==> config.mk <==
export PLATFORM = sky130hd
export DESIGN_NAME = fetch_addr_trans
export DESIGN_NICKNAME = d
export VERILOG_FILES = /design/src/design/fetch_pkg.sv /design/src/design/fetch_addr_trans.sv
export SDC_FILE = /design/constraint.sdc
export NUM_CORES = 1
export LEC_CHECK = 0
export ABC_AREA = 1
export BUFFER_PORTS_ARGS = -buffer_cell sky130_fd_sc_hd__buf_2
export CAP_MARGIN = 5
export CORE_AREA = 10 10 213 215
export DETAILED_ROUTE_END_ITERATION = 10
export DIE_AREA = 0 0 223 225
export PLACE_DENSITY_LB_ADDON = 0.2
export SETUP_SLACK_MARGIN = 0.2
export SYNTH_ARGS = -nofsm -noshare
export SYNTH_HDL_FRONTEND = slang
export SYNTH_SLANG_ARGS = --single-unit
export TNS_END_PERCENT = 10
==> constraint.sdc <==
create_clock -name vclk -period 4.7
set_input_delay 0.235 -clock vclk [all_inputs]
set_output_delay 0.235 -clock vclk [all_outputs]
set_load 0.01 [all_outputs]
==> src/design/fetch_pkg.sv <==
`default_nettype none

package fetch_pkg;

    // ##############################
    // basic types
    // ##############################

    typedef logic [31:0] u32_t;
    typedef logic [1:0]  mat_t;                  // bit 0 set means cached
    typedef logic [5:0]  ecode_t;

    localparam int   PAGE_OFFSET_W = 12;         // 4 KiB pages only
    localparam mat_t MAT_CC        = 2'b01;      // coherent cached

    // loongarch exception codes
    localparam ecode_t ECODE_ADEF = 6'h08;       // ade, subcode 0 for fetch
    localparam ecode_t ECODE_TLBR = 6'h3f;
    localparam ecode_t ECODE_PIF  = 6'h03;
    localparam ecode_t ECODE_PPI  = 6'h07;

    typedef enum logic [2:0] {
        IC_NOP = 3'd0,
        IC_R   = 3'd1
    } ic_op_t;

    // ##############################
    // csr and tlb
    // ##############################

    typedef struct packed {
        logic       da;                          // direct address mode
        logic [1:0] plv;                         // current privilege level
        logic [9:0] asid;
    } csr_t;

    typedef struct packed {
        logic        e;                          // entry exists
        logic [9:0]  asid;
        logic        g;                          // global, ignores asid
        logic [19:0] vppn;
        logic [19:0] ppn;
        logic        v;
        logic [1:0]  plv;
        mat_t        mat;
    } tlb_entry_t;

    // ##############################
    // pipeline records
    // ##############################

    typedef struct packed {
        logic valid;
        u32_t pc;
        logic is_predict;                        // only meaningful from fetch2
    } wr_pc_req_t;

    typedef struct packed {
        logic valid;
        u32_t npc;
    } btb_predict_t;

    typedef struct packed {
        logic valid;
        u32_t pc;                                // branch pc
        u32_t target;
    } btb_update_t;

    typedef struct packed {
        logic valid;
        u32_t pc;
        logic icache_req;
        u32_t next_pc;
        logic next_is_predict;
    } fetch1_fetch2_pass_t;

    typedef struct packed {
        logic   valid;
        ecode_t ecode;
        u32_t   badv;                            // faulting virtual address
    } excp_pass_t;

endpackage

`default_nettype wire

==> src/design/fetch_addr_trans.sv <==
`timescale 1ns/10ps
`default_nettype none

module fetch_addr_trans #(
    parameter int TLB_ENTRY_NUM = 8
) (
    input  fetch_pkg::u32_t       va_i,
    input  fetch_pkg::csr_t       csr_i,
    input  fetch_pkg::tlb_entry_t tlb_entries_i [TLB_ENTRY_NUM],

    output fetch_pkg::u32_t       pa_o,
    output fetch_pkg::mat_t       mat_o,
    output fetch_pkg::excp_pass_t excp_o
);

    import fetch_pkg::*;

    localparam int IDX_W = (TLB_ENTRY_NUM > 1) ? $clog2(TLB_ENTRY_NUM) : 1;

    logic [TLB_ENTRY_NUM-1:0] entry_match;
    logic                     tlb_hit;
    logic [IDX_W-1:0]         hit_idx;
    tlb_entry_t               hit_entry;
    logic                     misaligned;

    // ##############################
    // tlb search
    // ##############################

    always_comb begin
        for (int i = 0; i < TLB_ENTRY_NUM; i++) begin
            entry_match[i] = tlb_entries_i[i].e
                           && (tlb_entries_i[i].vppn == va_i[31:PAGE_OFFSET_W])
                           && (tlb_entries_i[i].g || (tlb_entries_i[i].asid == csr_i.asid));
        end
    end

    // scan downwards so the lowest matching entry is the one left
    always_comb begin
        tlb_hit = 1'b0;
        hit_idx = '0;
        for (int i = TLB_ENTRY_NUM - 1; i >= 0; i--) begin
            if (entry_match[i]) begin
                tlb_hit = 1'b1;
                hit_idx = IDX_W'(i);
            end
        end
    end

    assign hit_entry  = tlb_entries_i[hit_idx];
    assign misaligned = |va_i[1:0];

    // ##############################
    // address and exception
    // ##############################

    always_comb begin
        pa_o  = va_i;                             // direct mode passes va through
        mat_o = MAT_CC;
        if (!csr_i.da && tlb_hit) begin
            pa_o  = {hit_entry.ppn, va_i[PAGE_OFFSET_W-1:0]};
            mat_o = hit_entry.mat;
        end
    end

    always_comb begin
        excp_o.valid = 1'b0;
        excp_o.ecode = '0;
        excp_o.badv  = va_i;
        if (misaligned) begin
            excp_o.valid = 1'b1;
            excp_o.ecode = ECODE_ADEF;
        end else if (!csr_i.da) begin
            // mapped mode, graded miss > invalid > privilege
            if (!tlb_hit) begin
                excp_o.valid = 1'b1;
                excp_o.ecode = ECODE_TLBR;
            end else if (!hit_entry.v) begin
                excp_o.valid = 1'b1;
                excp_o.ecode = ECODE_PIF;
            end else if (csr_i.plv > hit_entry.plv) begin
                excp_o.valid = 1'b1;
                excp_o.ecode = ECODE_PPI;
            end
        end
    end

endmodule

`default_nettype wire

==> metrics.csv <==
metric;value;unit
outcome;finished clean;
num_vias;12413;
hold_depth;0;
p_clk_frac;0;
cp-startpoint;va_i[24];
die_w;223;µm
boundaryPins;574;
slowest_delay;0.35;ns
final_core_utilization;0.260;
ys_types;52;
die-area;0.0502;mm²
wl_per_cell;23.6;µm
crit_path_end_kind;output pin;
wl;62.3;mm
cp-endpoint;excp_o[33];
fin_crit_sh;0.863;
synth_nets;2123;
netlist_top_cells_area;nand2_1, inv_1, nand3_1, nor2_1, buf_4;
fin_crit;4.06;ns
critPathMostFrequentCell;nand2_1;
die_h;225;µm
synth_top_area_share;0.252;
synth_top_area_cell;nand2_1;
crit_type;in2out;
crit_path_top_delay_cell;buf_2;
syn_avg_cell_area;4.86;µm²
p_per_area;80.6;mW/mm²
io_buffers;544;
nNetsFinal;2580;
power.switching;523;µW
synthCells;1620;
setup_tns;0;ns
rows;75;
synth_xor_area_frac;0.0823;
grt_max_degree;61;
synth-simple-area-share;0.550;
core-area;0.0414;mm²
synth-compound-area-share;0.142;
synth_most_common_cell;nand2_1;
hp-class;in2out;
worstSetupStartpointType;primary input;
drcViolationCount;0;
cp.required;4.47;ns
track_usage;0.230;
grt-ovfl-total;0;
synth_top_family_by_area;simple AND/OR/NAND/NOR gates;
drive_gt1_frac;0.309;
top_layer;met5;
dp_hpwl;54.0;mm
rsz0062_at_grt;false;
finalHoldViolCount;0;
setup_violations;0;
dr.pass1.iters;5;
clockBufferCount;0;
grt_pass1_wl;85.7;mm
combPwrFrac;1.000;
gp_congestion;0.952;
crit_fanout;32;
synth.area.mux_share;0;
slew_headroom;0.410;
met2_length;30.0;mm
start_util;0.190;
synthesis.area;0.00787;mm²
critPathArrivalTime;3.82;ns
ant_nets;0;
vias_per_cell;4.71;
internal_power;345;µW
synth_fa_ha_area_frac;0.00318;
antenna_found_initial;27;
dr.first_iter.drc_count;1036;
sw_frac_of_total;0.602;
worstMarginPinSlew;0.886;ns
cts_hold_buf;0;
max_freq;247;MHz
seq_area;0;µm²
power_frac_seq;0;
cap_violations;0;
ys_warn_count;0;
nFlopsAndLatches;0;
slew_violations;0;
wl_met3;4.83;mm
synthToLayoutAreaGrowth;36.8;%
ys_seq_area_frac;0;
wl_met1;25.5;mm
leakage;0.00631;µW
peakVddDrop;42.6;µV
grt_pass1_vias;12327;
netlist_top_cells_count;nand2_1, inv_1, nor2_1, nand3_1, buf_4;
==> cell type report <==
cell class,count,area [µm²]
antenna,22,55.1
timing repair buffer,571,2930
tap,539,674
inverter,261,987
fill,4985,30600
multi-input combinational,1243,6130
==> worst min path at each step <==
stage,to,slack (ns),start
after global placement,pa_o[11],0.47,va_i[11]
final,excp_o[4],0.47,va_i[4]
after CTS,pa_o[11],0.47,va_i[11]
after floorplan,excp_o[0],0.56,va_i[0]
after detailed placement,pa_o[11],0.47,va_i[11]
after global routing,pa_o[9],0.47,va_i[9]
==> layer usage <==
| layer | up-vias | global-route usage |
|---|---|---|
| li1 | 6057 | - |
| met1 | 5629 | 0.274 |
| met2 | 630 | 0.394 |
| met3 | 91 | 0.0519 |
| met4 | 6 | 0.0885 |
| met5 | - | 0 |
==> cells in the final DEF (no fill, tap or decap), types with 9 or more instances in the layout <==
cell type,netlist,routed
a211oi_1,9,9
xnor2_1,38,38
nand2_1,529,529
buf_2,45,543
inv_1,236,235
xor2_1,36,36
diode_2,0,22
o2111ai_1,9,9
inv_2,24,23
nor3_1,28,28
o211ai_1,41,41
nand4_1,50,50
o22ai_1,21,21
nor4_1,12,12
or2_2,20,20
buf_4,61,27
o21ai_0,51,51
nor2_1,178,178
nand3_1,155,154
==> cells by family (layout without fill, tap and decap cells) <==
family | Yosys count | count (layout)
AOI/OAI and AO/OA | 166 | 166
buffers and inverters | 377 | 832
xor gates and xnor gates | 74 | 74
other | 0 | 22
adders and majority gates | 2 | 2
and+or+nand+nor | 1001 | 1001
==> through the flow <==
stage	cells	hold WS [ns]	instance area [µm²]	setup WS (ns)	power, µW
after floorplan	1620	0.562	7870	1.46	440
after global placement	2611	0.470	10700	0.335	870
after detailed placement	2611	0.470	10700	0.367	859
after CTS	2611	0.470	10700	0.357	864
after global routing	2632	0.470	10800	0.206	954
final	2636	0.470	10800	0.645	868
==> power by group through the flow <==
stage	registers [µW]	logic (µW)	clock network, µW
3_3_place_gp	0	870	0
3_5_place_dp	0	859	0
2_1_floorplan	0	440	0
4_1_cts	0	864	0
5_1_grt	0	954	0.000514
6_report	0	868	0.000631
==> critical path, delay by kind of cell <==
family                     cells  cell delay, ns
AOI/OAI and AO/OA              2            0.43
adders and majority gates      1            0.22
buffers and inverters          4            1.08
and+or+nand+nor               20            1.83
==> repair_timing <==
action,CTS,global route
setup buffers,0,3
endpoints found under the setup margin,0,4
gates resized for setup,0,5
Note: power is estimated with default switching activity, not from simulation.
