===== config.mk =====
export PLATFORM = sky130hd
export DESIGN_NAME = branch_target_buffer
export DESIGN_NICKNAME = d
export VERILOG_FILES = /design/src/design/fetch_pkg.sv /design/src/design/branch_target_buffer.sv
export SDC_FILE = /design/constraint.sdc
export NUM_CORES = 2
export LEC_CHECK = 0
export ABC_CLOCK_PERIOD_IN_PS = 4300
export BUFFER_PORTS_ARGS = -buffer_cell sky130_fd_sc_hd__buf_2
export CORE_ASPECT_RATIO = 0.9
export CORE_MARGIN = 5
export CORE_UTILIZATION = 60
export DETAILED_ROUTE_END_ITERATION = 10
export HOLD_SLACK_MARGIN = 0.12
export PLACE_DENSITY = 0.76
export RECOVER_POWER = 100
export SYNTH_ARGS = -nofsm -noshare
export SYNTH_HDL_FRONTEND = slang
export SYNTH_SLANG_ARGS = --single-unit

===== constraint.sdc =====
create_clock -name clk -period 4.3 [get_ports clk]
set_input_delay 0.645 -clock clk [delete_from_list [all_inputs] [get_ports clk]]
set_output_delay 0.645 -clock clk [all_outputs]
set_load 0.005 [all_outputs]

===== src/design/fetch_pkg.sv =====
`default_nettype none

package fetch_pkg;

    // ##############################
    // basic types
    // ##############################

    typedef logic [31:0] u32_t;
    typedef logic [1:0]  mat_t;                  // bit 0 set means cached
    typedef logic [5:0]  ecode_t;

    localparam int   PAGE_OFFSET_W = 12;         // 4 KiB pages only
    localparam mat_t MAT_CC        = 2'b01;      // coherent cached

    // loongarch exception codes
    localparam ecode_t ECODE_ADEF = 6'h08;       // ade, subcode 0 for fetch
    localparam ecode_t ECODE_TLBR = 6'h3f;
    localparam ecode_t ECODE_PIF  = 6'h03;
    localparam ecode_t ECODE_PPI  = 6'h07;

    typedef enum logic [2:0] {
        IC_NOP = 3'd0,
        IC_R   = 3'd1
    } ic_op_t;

    // ##############################
    // csr and tlb
    // ##############################

    typedef struct packed {
        logic       da;                          // direct address mode
        logic [1:0] plv;                         // current privilege level
        logic [9:0] asid;
    } csr_t;

    typedef struct packed {
        logic        e;                          // entry exists
        logic [9:0]  asid;
        logic        g;                          // global, ignores asid
        logic [19:0] vppn;
        logic [19:0] ppn;
        logic        v;
        logic [1:0]  plv;
        mat_t        mat;
    } tlb_entry_t;

    // ##############################
    // pipeline records
    // ##############################

    typedef struct packed {
        logic valid;
        u32_t pc;
        logic is_predict;                        // only meaningful from fetch2
    } wr_pc_req_t;

    typedef struct packed {
        logic valid;
        u32_t npc;
    } btb_predict_t;

    typedef struct packed {
        logic valid;
        u32_t pc;                                // branch pc
        u32_t target;
    } btb_update_t;

    typedef struct packed {
        logic valid;
        u32_t pc;
        logic icache_req;
        u32_t next_pc;
        logic next_is_predict;
    } fetch1_fetch2_pass_t;

    typedef struct packed {
        logic   valid;
        ecode_t ecode;
        u32_t   badv;                            // faulting virtual address
    } excp_pass_t;

endpackage

`default_nettype wire


===== src/design/branch_target_buffer.sv =====
`timescale 1ns/10ps
`default_nettype none

module branch_target_buffer #(
    parameter int BTB_INDEX_W = 6
) (
    input  logic                    clk,
    input  logic                    rst_n,

    input  logic                    hold_i,
    input  fetch_pkg::u32_t         lookup_pc_i,
    input  fetch_pkg::btb_update_t  update_i,
    output fetch_pkg::btb_predict_t predict_o
);

    import fetch_pkg::*;

    localparam int BTB_DEPTH = 1 << BTB_INDEX_W;

    logic [BTB_DEPTH-1:0]   entry_valid_q;
    u32_t                   branch_pc_q [BTB_DEPTH];
    u32_t                   target_q [BTB_DEPTH];

    logic [BTB_INDEX_W-1:0] lookup_idx;
    logic [BTB_INDEX_W-1:0] update_idx;
    logic                   lookup_hit;

    logic                   predict_valid_q;
    u32_t                   predict_npc_q;

    // ##############################
    // table
    // ##############################

    // word-aligned pcs, so skip the two offset bits
    assign lookup_idx = lookup_pc_i[BTB_INDEX_W+1:2];
    assign update_idx = update_i.pc[BTB_INDEX_W+1:2];

    always_ff @(posedge clk or negedge rst_n) begin
        if (!rst_n) begin
            entry_valid_q <= '0;
        end else if (update_i.valid) begin
            entry_valid_q[update_idx] <= 1'b1;
        end
    end

    always_ff @(posedge clk) begin
        if (update_i.valid) begin
            branch_pc_q[update_idx] <= update_i.pc;   // full tag, no aliasing
            target_q[update_idx]    <= update_i.target;
        end
    end

    // ##############################
    // lookup
    // ##############################

    // reads the table before any same-cycle update lands
    assign lookup_hit = entry_valid_q[lookup_idx]
                      & (branch_pc_q[lookup_idx] == lookup_pc_i);

    always_ff @(posedge clk or negedge rst_n) begin
        if (!rst_n) begin
            predict_valid_q <= 1'b0;
        end else if (!hold_i) begin
            predict_valid_q <= lookup_hit;
        end
    end

    always_ff @(posedge clk) begin
        if (!hold_i) begin
            predict_npc_q <= target_q[lookup_idx];
        end
    end

    assign predict_o.valid = predict_valid_q;
    assign predict_o.npc   = predict_npc_q;

endmodule

`default_nettype wire


==> Flow_metrics.wiki <==
{| class="wikitable"
! Metric !! Value
|-
| Antenna violations before repair || 26
|-
| Die area || 276000 um2
|-
| Global routing usage summed across all routing layers || 34.8%
|-
| Share of layout cells above drive strength 1 || ~28%
|-
| Max-cap violations || 172
|-
| Achievable Freq || approximately 230 MHz
|-
| DR pass1 iterations || 8
|-
| Run status || finished with violations
|-
| Top post-synthesis cells by area || edfxtp_1 (78%), mux4_2 (15%), mux2i_1 (1.2%)
|-
| Crit. End Element || flop
|-
| Data required time of the worst path || 4770 ps
|-
| Number of standard-cell rows in the floorplan || 179
|-
| Final design area excluding fillers || ~180000 um2
|-
| Netlist area before placement || between 150000 and 200000 um2
|-
| Pwr per Cell Area || between 400 and 500 nW/um2
|-
| Number of top-level pins || 133
|-
| Antenna viol nets, final || 0
|-
| Layout overhead on the synthesized area || 11.7%
|-
| Relative slew margins || -100%
|-
| Number of nets in the layout || 7401
|-
| Share of synthesized area occupied by flip-flops and latches || 78.8%
|-
| Clk Tree Root Cell || clkbuf_16
|-
| Post-synth net total || between 6000 and 7000
|-
| Synth cell types || 63
|-
| Min Tclk post-route || 4330 ps
|-
| Final Hold Viols || 0
|-
| Warning count from the yosys run || 0
|-
| Final routed wirelength across all metal layers || a little under 500000 um
|-
| Share of Yosys cell area claimed by the top area cell type || 77.8%
|-
| Fill cell count || 15600
|-
| # DRC || 0
|-
| Ratio of final minimum period to clock period || 101%
|-
| Via count of the first global-routing pass || 82300
|-
| Min-Delay Path Class || in -> reg
|-
| Number of synthesized register bits || ~4200
|-
| Weighted congestion reported at the end of routability-driven placement || 0.845
|-
| Avg Inst Size Synth || between 20 and 25 um2
|-
| Detail Placement HPWL || 234000 um
|-
| Slowest CP cell || buf_2
|-
| Type of element launching the critical path || input pin
|-
| Critical path class || in -> reg
|-
| Wire length of the first global-routing pass || 661000 um
|-
| Fin worst setup slack || -27.2 ps
|-
| Average wire per cell in the routed design || 43.1 um
|-
| Setup repair after global routing missed its margin || no
|-
| Peak VDD IR || 0.000390 V
|-
| Count of flip-flops with a built-in enable after synthesis || 4128
|-
| Clock tree from TritonCTS || yes
|-
| Number of slew-limit violations in the final report || approximately 7400
|-
| Clock buffer depth || 4
|-
| Starting density of the core || 60.3%
|-
| Critical path peak fanout || 32
|-
| Die Span Y || 499 um
|-
| Total Power || ~0.083 W
|-
| Quantity of gates resized following cts || 0
|-
| Placeable core area || 264000 um2
|-
| First-iteration detailed-routing DRC count || 15300
|-
| Lkg Pwr || 55.9 nW
|-
| Transition at the pin with the smallest max-transition slack || approximately 3000 ps
|-
| Port Buf Inserts || 132
|-
| DR vias || 82300
|-
| Clock transition at the register clock pins on the worst setup and hold paths after CTS || 60 ps
|-
| Dominant cell type by area after synthesis || edfxtp_1
|-
| Gr ovfl total || 0
|-
| Skew-Pair Late Insertion Delay || 920 ps
|-
| Data arrival time of the critical path || 4790 ps
|-
| Post-Synthesis Cells || 6757
|-
| Share of async-settable or async-resettable flops after synthesis || under 10%
|-
| Largest net degree at the start of global routing || 101
|-
| DIE WIDTH || 553 um
|-
| Clock Skew || 40.0 ps
|-
| Cells along the critical path || clkbuf_1 > nand3_1 > nor2_1 > buf_2
|-
| Violated checks || capacitance limit, slew limit, setup timing
|-
| Post-place instance area || 168000 um2
|-
| Main flop type after synthesis || edfxtp_1
|-
| Worst setup slack after placement || -237 ps
|-
| H-tree depth || 5
|-
| Num Clock Sinks || 4193
|-
| TritonCTS buffer count || 391
|-
| Routed via count divided by cell count || 7.39
|-
| Largest stage delay, worst path || 1590 ps
|-
| Final-report setup violation count || 5
|}
==> metrics by stage <==
step	util, %	hold WS [ps]	cells	TNS, ps
6_report	67.3	313	11100	-80.3
5_1_grt	67.3	299	11100	0
4_1_cts	68.0	155	11100	0
3_5_place_dp	63.4	451	10400	-237
3_3_place_gp	63.4	443	10400	-313
2_1_floorplan	-	349	6757	-499640
==> logic make-up (layout without fill, tap and decap cells) <==
group,Yosys count,count (layout),synth area share [%]
multiplexers,1281,1281,16.5
XOR/XNOR,25,25,0.137
AO/OA/AOI/OAI,409,409,1.81
flip-flops,4193,4193,78.8
buffers and inverters,375,1221,1.22
other,0,14,0
AND/OR/NAND/NOR,474,474,1.46
==> final cells by class <==
cell class | instances | area (um2) | area share (%)
Inverter | 19 | 75.1 | 0.0422
Clock inverter | 197 | 1690 | 0.949
Sequential cell | 4193 | 126000 | 70.6
Clock buffer | 498 | 10400 | 5.86
Multi-Input combinational cell | 2189 | 31900 | 17.9
Antenna cell | 14 | 35.0 | 0.0197
Tap cell | 3529 | 4420 | 2.48
Timing Repair Buffer | 507 | 3760 | 2.11
==> final timing paths <==
check | startpoint | endpoint | slack, ps | cells after the start
worst max-delay path | update_i[36] | branch_pc_q[12][12] | -30 | 4
worst min-delay path | lookup_pc_i[18] | predict_valid_q | 310 | 4
worst max register to register | branch_pc_q[63][19] | predict_valid_q | 720 | 9
worst min register to register | entry_valid_q[35] | entry_valid_q[35] | 460 | 1
max in group asynchronous | rst_n | entry_valid_q[16] | 1460 | 3
min in group asynchronous | rst_n | predict_valid_q | 900 | 2
==> cells in the mapped netlist (all sizes together), types with 10 or more instances <==
cell type,instances
clkbuf,155
nand3,50
dfrtp,65
o32ai,12
inv,19
nor2b,23
buf,201
a31oi,22
or2,65
o22ai,20
nor2,120
a21oi,71
nor3,20
xor2,11
mux2i,185
nor4,15
nand2,108
a211oi,10
a22oi,108
mux2,19
mux4,1077
o21ai,53
nand4,24
o221ai,31
a221oi,25
xnor2,14
edfxtp,4128
nand2b,16
o211ai,10
a22o,11
==> flip-flops by register name, indices dropped and copies added, names as in the netlist <==
| signal | flops |
|---|---|
| branch_pc_q | 2048 |
| target_q | 2048 |
| entry_valid_q | 64 |
| predict_npc_q | 32 |
| predict_valid_q | 1 |
==> layer usage <==
| metal | part of all wire [%] | global-route usage, % |
|---|---|---|
| met3 | 17 | 11.2 |
| met2 | 45 | 51.9 |
| met5 | 0.024 | 0 |
| met1 | 31 | 46.9 |
| met4 | 7.1 | 18.2 |
==> critical path, delay by kind of cell <==
kind	cells	cell delay, ps
simple gates	2	1630
buf+inv	2	2410
==> power by group <==
group          total [W]  leakage [nW]  switching [W]  internal [W]
sequential        0.0456          38.0       0.000161        0.0454
clock             0.0335          5.92         0.0149        0.0186
combinational    0.00418          12.1        0.00253       0.00164
total             0.0833          55.9         0.0176        0.0657
==> cells in the final DEF (no fill, tap or decap), types with 24 or more instances in the layout <==
| cell type | synthesis | layout |
|---|---|---|
| a22oi_1 | 107 | 107 |
| a221oi_1 | 25 | 25 |
| o21ai_0 | 44 | 44 |
| bufinv_16 | 0 | 25 |
| buf_12 | 2 | 57 |
| clkinv_1 | 0 | 78 |
| nor2_1 | 120 | 98 |
| clkbuf_16 | 0 | 401 |
| o221ai_1 | 31 | 31 |
| mux2i_1 | 185 | 185 |
| clkbuf_1 | 155 | 222 |
| a21oi_1 | 71 | 71 |
| clkinv_2 | 0 | 71 |
| buf_4 | 31 | 165 |
| mux4_2 | 1077 | 1077 |
| buf_2 | 106 | 43 |
| edfxtp_1 | 4128 | 4128 |
| nand2_1 | 108 | 108 |
| nand3_1 | 50 | 50 |
| clkbuf_2 | 0 | 85 |
| dfrtp_1 | 65 | 65 |
| or2_2 | 65 | 65 |
| nand4_1 | 24 | 24 |
==> timing repair <==
| item | CTS | global route |
|---|---|---|
| buffers inserted | 0 | 0 |
| endpoints found under the hold margin | 24 | 0 |
| hold buffers | 1 | 0 |
Power figures use the tool's default switching activity.
