## src/design/fetch_pkg.sv

```systemverilog
`default_nettype none

package fetch_pkg;

    // ##############################
    // basic types
    // ##############################

    typedef logic [31:0] u32_t;
    typedef logic [1:0]  mat_t;                  // bit 0 set means cached
    typedef logic [5:0]  ecode_t;

    localparam int   PAGE_OFFSET_W = 12;         // 4 KiB pages only
    localparam mat_t MAT_CC        = 2'b01;      // coherent cached

    // loongarch exception codes
    localparam ecode_t ECODE_ADEF = 6'h08;       // ade, subcode 0 for fetch
    localparam ecode_t ECODE_TLBR = 6'h3f;
    localparam ecode_t ECODE_PIF  = 6'h03;
    localparam ecode_t ECODE_PPI  = 6'h07;

    typedef enum logic [2:0] {
        IC_NOP = 3'd0,
        IC_R   = 3'd1
    } ic_op_t;

    // ##############################
    // csr and tlb
    // ##############################

    typedef struct packed {
        logic       da;                          // direct address mode
        logic [1:0] plv;                         // current privilege level
        logic [9:0] asid;
    } csr_t;

    typedef struct packed {
        logic        e;                          // entry exists
        logic [9:0]  asid;
        logic        g;                          // global, ignores asid
        logic [19:0] vppn;
        logic [19:0] ppn;
        logic        v;
        logic [1:0]  plv;
        mat_t        mat;
    } tlb_entry_t;

    // ##############################
    // pipeline records
    // ##############################

    typedef struct packed {
        logic valid;
        u32_t pc;
        logic is_predict;                        // only meaningful from fetch2
    } wr_pc_req_t;

    typedef struct packed {
        logic valid;
        u32_t npc;
    } btb_predict_t;

    typedef struct packed {
        logic valid;
        u32_t pc;                                // branch pc
        u32_t target;
    } btb_update_t;

    typedef struct packed {
        logic valid;
        u32_t pc;
        logic icache_req;
        u32_t next_pc;
        logic next_is_predict;
    } fetch1_fetch2_pass_t;

    typedef struct packed {
        logic   valid;
        ecode_t ecode;
        u32_t   badv;                            // faulting virtual address
    } excp_pass_t;

endpackage

`default_nettype wire

```

## src/design/fetch1_stage.sv

```systemverilog
`timescale 1ns/10ps
`default_nettype none

module fetch1_stage #(
    parameter fetch_pkg::u32_t RESET_PC = 32'h1c00_0000
) (
    input  logic                           clk,
    input  logic                           rst_n,

    // btb side
    output logic                           btb_hold_o,
    output fetch_pkg::u32_t                btb_pc_o,
    input  fetch_pkg::btb_predict_t        btb_predict_i,

    // redirect requests
    input  fetch_pkg::wr_pc_req_t          if2_wr_pc_req_i,
    input  fetch_pkg::wr_pc_req_t          mem1_wr_pc_req_i,
    input  fetch_pkg::wr_pc_req_t          excp_wr_pc_req_i,

    // translation side
    output fetch_pkg::u32_t                fetch_pc_o,
    input  fetch_pkg::u32_t                pa_i,
    input  fetch_pkg::mat_t                mat_i,
    input  fetch_pkg::excp_pass_t          addr_excp_i,

    // icache
    output logic [11:0]                    icache_idx_o,
    output fetch_pkg::ic_op_t              icache_op_o,
    output fetch_pkg::u32_t                icache_pa_o,
    output logic                           icache_is_cached_o,
    input  logic                           icache_ready_i,

    // pipeline control
    input  logic                           flush_i,
    input  logic                           stall_i,
    output logic                           stall_o,
    output fetch_pkg::fetch1_fetch2_pass_t pass_o,
    output fetch_pkg::excp_pass_t          excp_pass_o
);

    import fetch_pkg::*;

    u32_t pc_q;
    u32_t npc;
    logic npc_is_predict;
    logic icache_req;                             // no exception, so fetch
    logic pass_valid;

    // ##############################
    // next pc select
    // ##############################

    always_comb begin
        if (excp_wr_pc_req_i.valid) begin
            npc            = excp_wr_pc_req_i.pc;
            npc_is_predict = 1'b0;
        end else if (mem1_wr_pc_req_i.valid) begin
            npc            = mem1_wr_pc_req_i.pc;
            npc_is_predict = 1'b0;
        end else if (if2_wr_pc_req_i.valid) begin
            npc            = if2_wr_pc_req_i.pc;
            npc_is_predict = if2_wr_pc_req_i.is_predict;
        end else if (btb_predict_i.valid) begin
            npc            = btb_predict_i.npc;   // looked up with last cycle's npc
            npc_is_predict = 1'b1;
        end else begin
            npc            = pc_q + 32'd4;
            npc_is_predict = 1'b1;
        end
    end

    // flush overrides the stall so a redirect always lands
    always_ff @(posedge clk or negedge rst_n) begin
        if (!rst_n) begin
            pc_q <= RESET_PC;
        end else if (!stall_o || flush_i) begin
            pc_q <= npc;
        end
    end

    assign btb_pc_o   = npc;
    assign btb_hold_o = stall_o & ~flush_i;
    assign fetch_pc_o = pc_q;

    // ##############################
    // icache request and stall
    // ##############################

    assign icache_req         = ~addr_excp_i.valid;
    assign icache_op_o        = icache_req ? IC_R : IC_NOP;
    assign icache_idx_o       = pc_q[11:0];
    assign icache_pa_o        = pa_i;
    assign icache_is_cached_o = mat_i[0];

    assign stall_o    = stall_i | (icache_req & ~icache_ready_i);
    assign pass_valid = ~stall_o;

    // outputs to fetch2
    assign pass_o.valid           = pass_valid;
    assign pass_o.pc              = pc_q;
    assign pass_o.icache_req      = icache_req;
    assign pass_o.next_pc         = npc;
    assign pass_o.next_is_predict = npc_is_predict;

    always_comb begin
        excp_pass_o       = addr_excp_i;
        excp_pass_o.valid = addr_excp_i.valid & pass_valid;
    end

endmodule

`default_nettype wire

```

## config.mk

```make
export PLATFORM = sky130hd
export DESIGN_NAME = fetch1_stage
export DESIGN_NICKNAME = d
export VERILOG_FILES = /design/src/design/fetch_pkg.sv /design/src/design/fetch1_stage.sv
export SDC_FILE = /design/constraint.sdc
export NUM_CORES = 1
export LEC_CHECK = 0
export BUFFER_PORTS_ARGS = -buffer_cell sky130_fd_sc_hd__buf_2
export CORE_AREA = 2 2 168 170
export CTS_BUF_LIST = sky130_fd_sc_hd__clkbuf_4
export CTS_CLUSTER_DIAMETER = 30
export DETAILED_ROUTE_END_ITERATION = 7
export DIE_AREA = 0 0 170 172
export PLACE_DENSITY_LB_ADDON = 0.25
export SKIP_CTS_REPAIR_TIMING = 1
export SYNTH_ARGS = -nofsm -noshare
export SYNTH_HDL_FRONTEND = slang
export SYNTH_SLANG_ARGS = --single-unit
export TNS_END_PERCENT = 1
```

## constraint.sdc

```tcl
create_clock -name clk -period 6.01 [get_ports clk]
set_clock_uncertainty 0.2 [all_clocks]
set_input_delay 0 -clock clk [delete_from_list [all_inputs] [get_ports clk]]
set_output_delay 0 -clock clk [all_outputs]
set_load 0.1 [all_outputs]
```

==> flow_metrics.env <==
export IMPL_status="finished with violations"
export IMPL_violations="hold timing"
export IMPL_core_area_mm2=0.0275
export IMPL_syn_inst=614
export IMPL_synthAdderAreaFrac_pct=0.268
export IMPL_layout_area_overhead_vs_synth_pct=45.0
export IMPL_drt_iter0_markers=275
export IMPL_worstMarginPinSlew_ns=1.02
export IMPL_die_area_mm2=0.0292
export IMPL_r2r_slack_ns=1.85
export IMPL_fillerInstances=3083
export IMPL_row_count=61
export IMPL_critPathCaptureType="flop"
export IMPL_grt_usage_pct=15.2
export IMPL_path_clk_slew_ns=0.14
export IMPL_numPortBuffers=285
export IMPL_die_y_um=172
export IMPL_start_kind="flop"
export IMPL_antenna_found_initial=4
export IMPL_cap_violations=0
export IMPL_die_w_um=170
export IMPL_synth_seq_cells=32
export IMPL_path_class="flop to flop"
export IMPL_yosys_warnings=0
export IMPL_hp_class="input port to flop"
export IMPL_grt_util_met1_pct=18.8
export IMPL_cts_sinks=32
export IMPL_synthMuxAreaShare_pct=4.40
export IMPL_drt_wirelength_per_cell_um=20.3
export IMPL_finalNonFillerCells=1215
export IMPL_grt_pass1_vias=4725
export IMPL_synth_cell_types=64
export IMPL_busiest_layer="met2"
export IMPL_power_density_mw_per_mm2=303
export IMPL_ys_flop_type="dfrtp_1"
export IMPL_register_area_um2=805
export IMPL_clock_latency_ns=0.38
export IMPL_grt_use_met2_pct=25.7
export IMPL_cts_made_buffers=5
export IMPL_first_pass_iters=4
export IMPL_vias_per_cell=4.60
export IMPL_synth_yosys_seq_area_share_pct=17.3
export IMPL_io_pins=433
export IMPL_holdPathStages=5
export IMPL_grt_pass1_wl_mm=32.0
export IMPL_drive_gt1_share_pct=38.2
export IMPL_r2r_end="fetch_pc_o[28]"
export IMPL_reg2regPathDepth=7
export IMPL_cts_root_buf="clkbuf_4"
export IMPL_syn_avg_cell_area_um2=7.59
export IMPL_leakage_nw=3.03
export IMPL_dp_cells=1067
export IMPL_whs_ns=-0.0463
export IMPL_hold_start="if2_wr_pc_req_i[18]"
export IMPL_max_stage_delay_ns=0.83
export IMPL_dpl_hpwl_mm=17.8
export IMPL_start_util_pct=17.0
export IMPL_slew_violations=0
export IMPL_max_slew_margin_pct=32.1
export IMPL_hold_viol=4
export IMPL_finalCriticalPeriod_ns=4.16
export IMPL_p_sw_share_pct=72.5
export IMPL_nets=1080
export IMPL_hold_end="fetch_pc_o[17]"
export IMPL_cpMostUsedCell="dlygate4sd3_1"
export IMPL_synth_compound_area_share_pct=30.4
export IMPL_wl_mm=24.6
export IMPL_via_count=5593
export IMPL_finalSetupViolations=0
export IMPL_required_ns=6.15
export IMPL_grt_max_degree=35
export IMPL_synth_top_family_by_area="compound AO/OA/AOI/OAI gates"
export IMPL_p_comb_share_pct=77.2
export IMPL_cts_tree="built"
export IMPL_async_reset_ff_share_pct=100
export IMPL_largest_register_ff_count=32
export IMPL_tns_ns=0
export IMPL_fmax_ghz=0.240
export IMPL_globalplace_congestion=0.745
export IMPL_clock_path_buffers=2
export IMPL_yosys_area_share_simple_pct=14.1
export IMPL_grt_overflow=0
export IMPL_synth_edf_count=0
export IMPL_use_met3_pct=3.07
export IMPL_htree_levels=2
export IMPL_sequentialPowerShare_pct=15.5
export IMPL_netlist_area_mm2=0.00466
export IMPL_crit_chain="nand4_2 -> or4_1 -> or4_4 -> o31a_1 -> dlygate4sd3_1 -> o22ai_1 -> dlygate4sd3_1"
export IMPL_critPathArrivalTime_ns=4.30
export IMPL_synthXorXnorAreaFrac_pct=3.95
export IMPL_grt_setup_unrepaired="false"
export IMPL_cp_max_fo=13
export IMPL_clock_power_share_pct=7.3
export IMPL_antenna_left=0
export IMPL_multiInputGateArea_mm2=0.00249
export IMPL_drc=0
export IMPL_finalCritPeriodShare_pct=69.3
export IMPL_switchingPower_w=0.00149
export IMPL_timing_rr_start="fetch_pc_o[6]"
export IMPL_vdd_drop_max_uv=170
export IMPL_power_internal_w=0.000565
export IMPL_cp_slowest_cell="or4_1"
synthesized netlist by cell type (5+ instances only):
master | instances | area (um^2)
buf_4 | 155 | 1160
o21ai_0 | 57 | 285
nand2_1 | 39 | 146
clkbuf_1 | 29 | 109
dfrtp_1 | 29 | 726
inv_1 | 19 | 71.3
a21oi_1 | 18 | 90.1
nor2_1 | 18 | 67.6
o21a_1 | 16 | 120
a22oi_1 | 14 | 105
nand3_1 | 14 | 70.1
xnor2_1 | 13 | 114
mux2_2 | 12 | 135
a221o_1 | 11 | 110
o31ai_1 | 10 | 75.1
o22ai_1 | 9 | 56.3
a31oi_1 | 8 | 50.1
xor2_1 | 8 | 70.1
mux2i_1 | 7 | 70.1
nor3_1 | 7 | 35.0
o31a_1 | 7 | 61.3
buf_1 | 6 | 22.5
nand4_1 | 6 | 37.5
o221ai_1 | 6 | 52.6
o2bb2ai_1 | 6 | 52.6
a221oi_1 | 5 | 43.8
and3_1 | 5 | 31.3
nand2b_1 | 5 | 31.3
nor4_1 | 5 | 31.3
per-stage QoR:
stage | hold WS [ns] | cell area (um^2) | worst slack, ns | total power [W] | utilization [%]
after floorplan | -0.496 | 4670 | 0.252 | 0.00170 | -
after global placement | -0.199 | 5320 | 2.56 | 0.00164 | 19.4
after detailed placement | -0.199 | 5320 | 2.52 | 0.00164 | 19.4
after CTS | -0.470 | 5370 | 2.04 | 0.00180 | 19.5
after global routing | 0.00548 | 6760 | 1.67 | 0.00214 | 24.6
final | -0.0463 | 6760 | 1.85 | 0.00205 | 24.6
worst max-delay path: cells and delay by family, from the launching register on:
kind | cells | cell delay [ns]
AO/OA/AOI/OAI | 2 | 0.39
flip-flops | 1 | 0.56
buffers and inverters | 2 | 1.12
AND/OR/NAND/NOR | 3 | 1.84
layer usage:
| layer | share of wire [%] | wire (um) | vias up |
|---|---|---|---|
| met5 | 0.11 | 27 | - |
| met3 | 5.6 | 1380 | 27 |
| met1 | 43 | 10600 | 2668 |
| met2 | 49 | 12200 | 294 |
| met4 | 1.9 | 476 | 4 |
| li1 | - | - | 2600 |
logic make-up after synthesis:
group | after synthesis
buffers and inverters | 211
DFF | 32
other | 1
muxes | 19
and+or+nand+nor | 125
AOI/OAI and AO/OA | 204
xor gates and xnor gates | 21
adders and majority gates | 1
layout by cell type, fill, tap and decap left out, types with 6 or more instances in the layout:
| cell type | synthesis | final |
|---|---|---|
| nand4_1 | 6 | 6 |
| a221o_1 | 11 | 11 |
| xor2_1 | 8 | 8 |
| o21a_1 | 16 | 16 |
| o2bb2ai_1 | 6 | 6 |
| dlygate4sd3_1 | 0 | 138 |
| nand3_1 | 14 | 14 |
| xnor2_1 | 13 | 13 |
| dfrtp_1 | 29 | 29 |
| mux2i_1 | 7 | 7 |
| mux2_2 | 12 | 12 |
| a22oi_1 | 14 | 14 |
| buf_2 | 2 | 285 |
| inv_1 | 19 | 19 |
| nor2_1 | 18 | 18 |
| a31oi_1 | 8 | 8 |
| o21ai_0 | 57 | 57 |
| nand2_1 | 39 | 39 |
| o221ai_1 | 6 | 6 |
| nor3_1 | 7 | 7 |
| a21oi_1 | 18 | 18 |
| o22ai_1 | 9 | 9 |
| o31ai_1 | 10 | 10 |
| o31a_1 | 7 | 7 |
| buf_4 | 155 | 13 |
worst max-delay path by stage:
| stage | startpoint | to | depth (start not counted) |
|---|---|---|---|
| 2_1_floorplan | fetch_pc_o[2] | pass_o[29] | 8 |
| 3_3_place_gp | fetch_pc_o[7] | btb_pc_o[28] | 6 |
| 3_5_place_dp | fetch_pc_o[7] | pass_o[29] | 6 |
| 4_1_cts | fetch_pc_o[7] | pass_o[29] | 6 |
| 5_1_grt | fetch_pc_o[6] | fetch_pc_o[28] | 7 |
| 6_report | fetch_pc_o[6] | fetch_pc_o[28] | 7 |
layout make-up:
class | instances | area share (%)
Antenna cell | 2 | 0.0741
Clock buffer | 5 | 0.555
Clock inverter | 3 | 0.204
Inverter | 19 | 1.06
Multi-Input combinational cell | 372 | 36.8
Sequential cell | 32 | 11.9
Tap cell | 346 | 6.41
Timing Repair Buffer | 436 | 43.0
power by group through the flow:
stage	clock network, W	logic, W	registers, W
4_1_cts	0.000164	0.00131	0.000318
3_3_place_gp	0	0.00131	0.000321
2_1_floorplan	0	0.00118	0.000514
5_1_grt	0.000173	0.00164	0.000327
3_5_place_dp	0	0.00131	0.000323
6_report	0.000149	0.00158	0.000318
No activity file was read; power rests on OpenSTA's default activity.
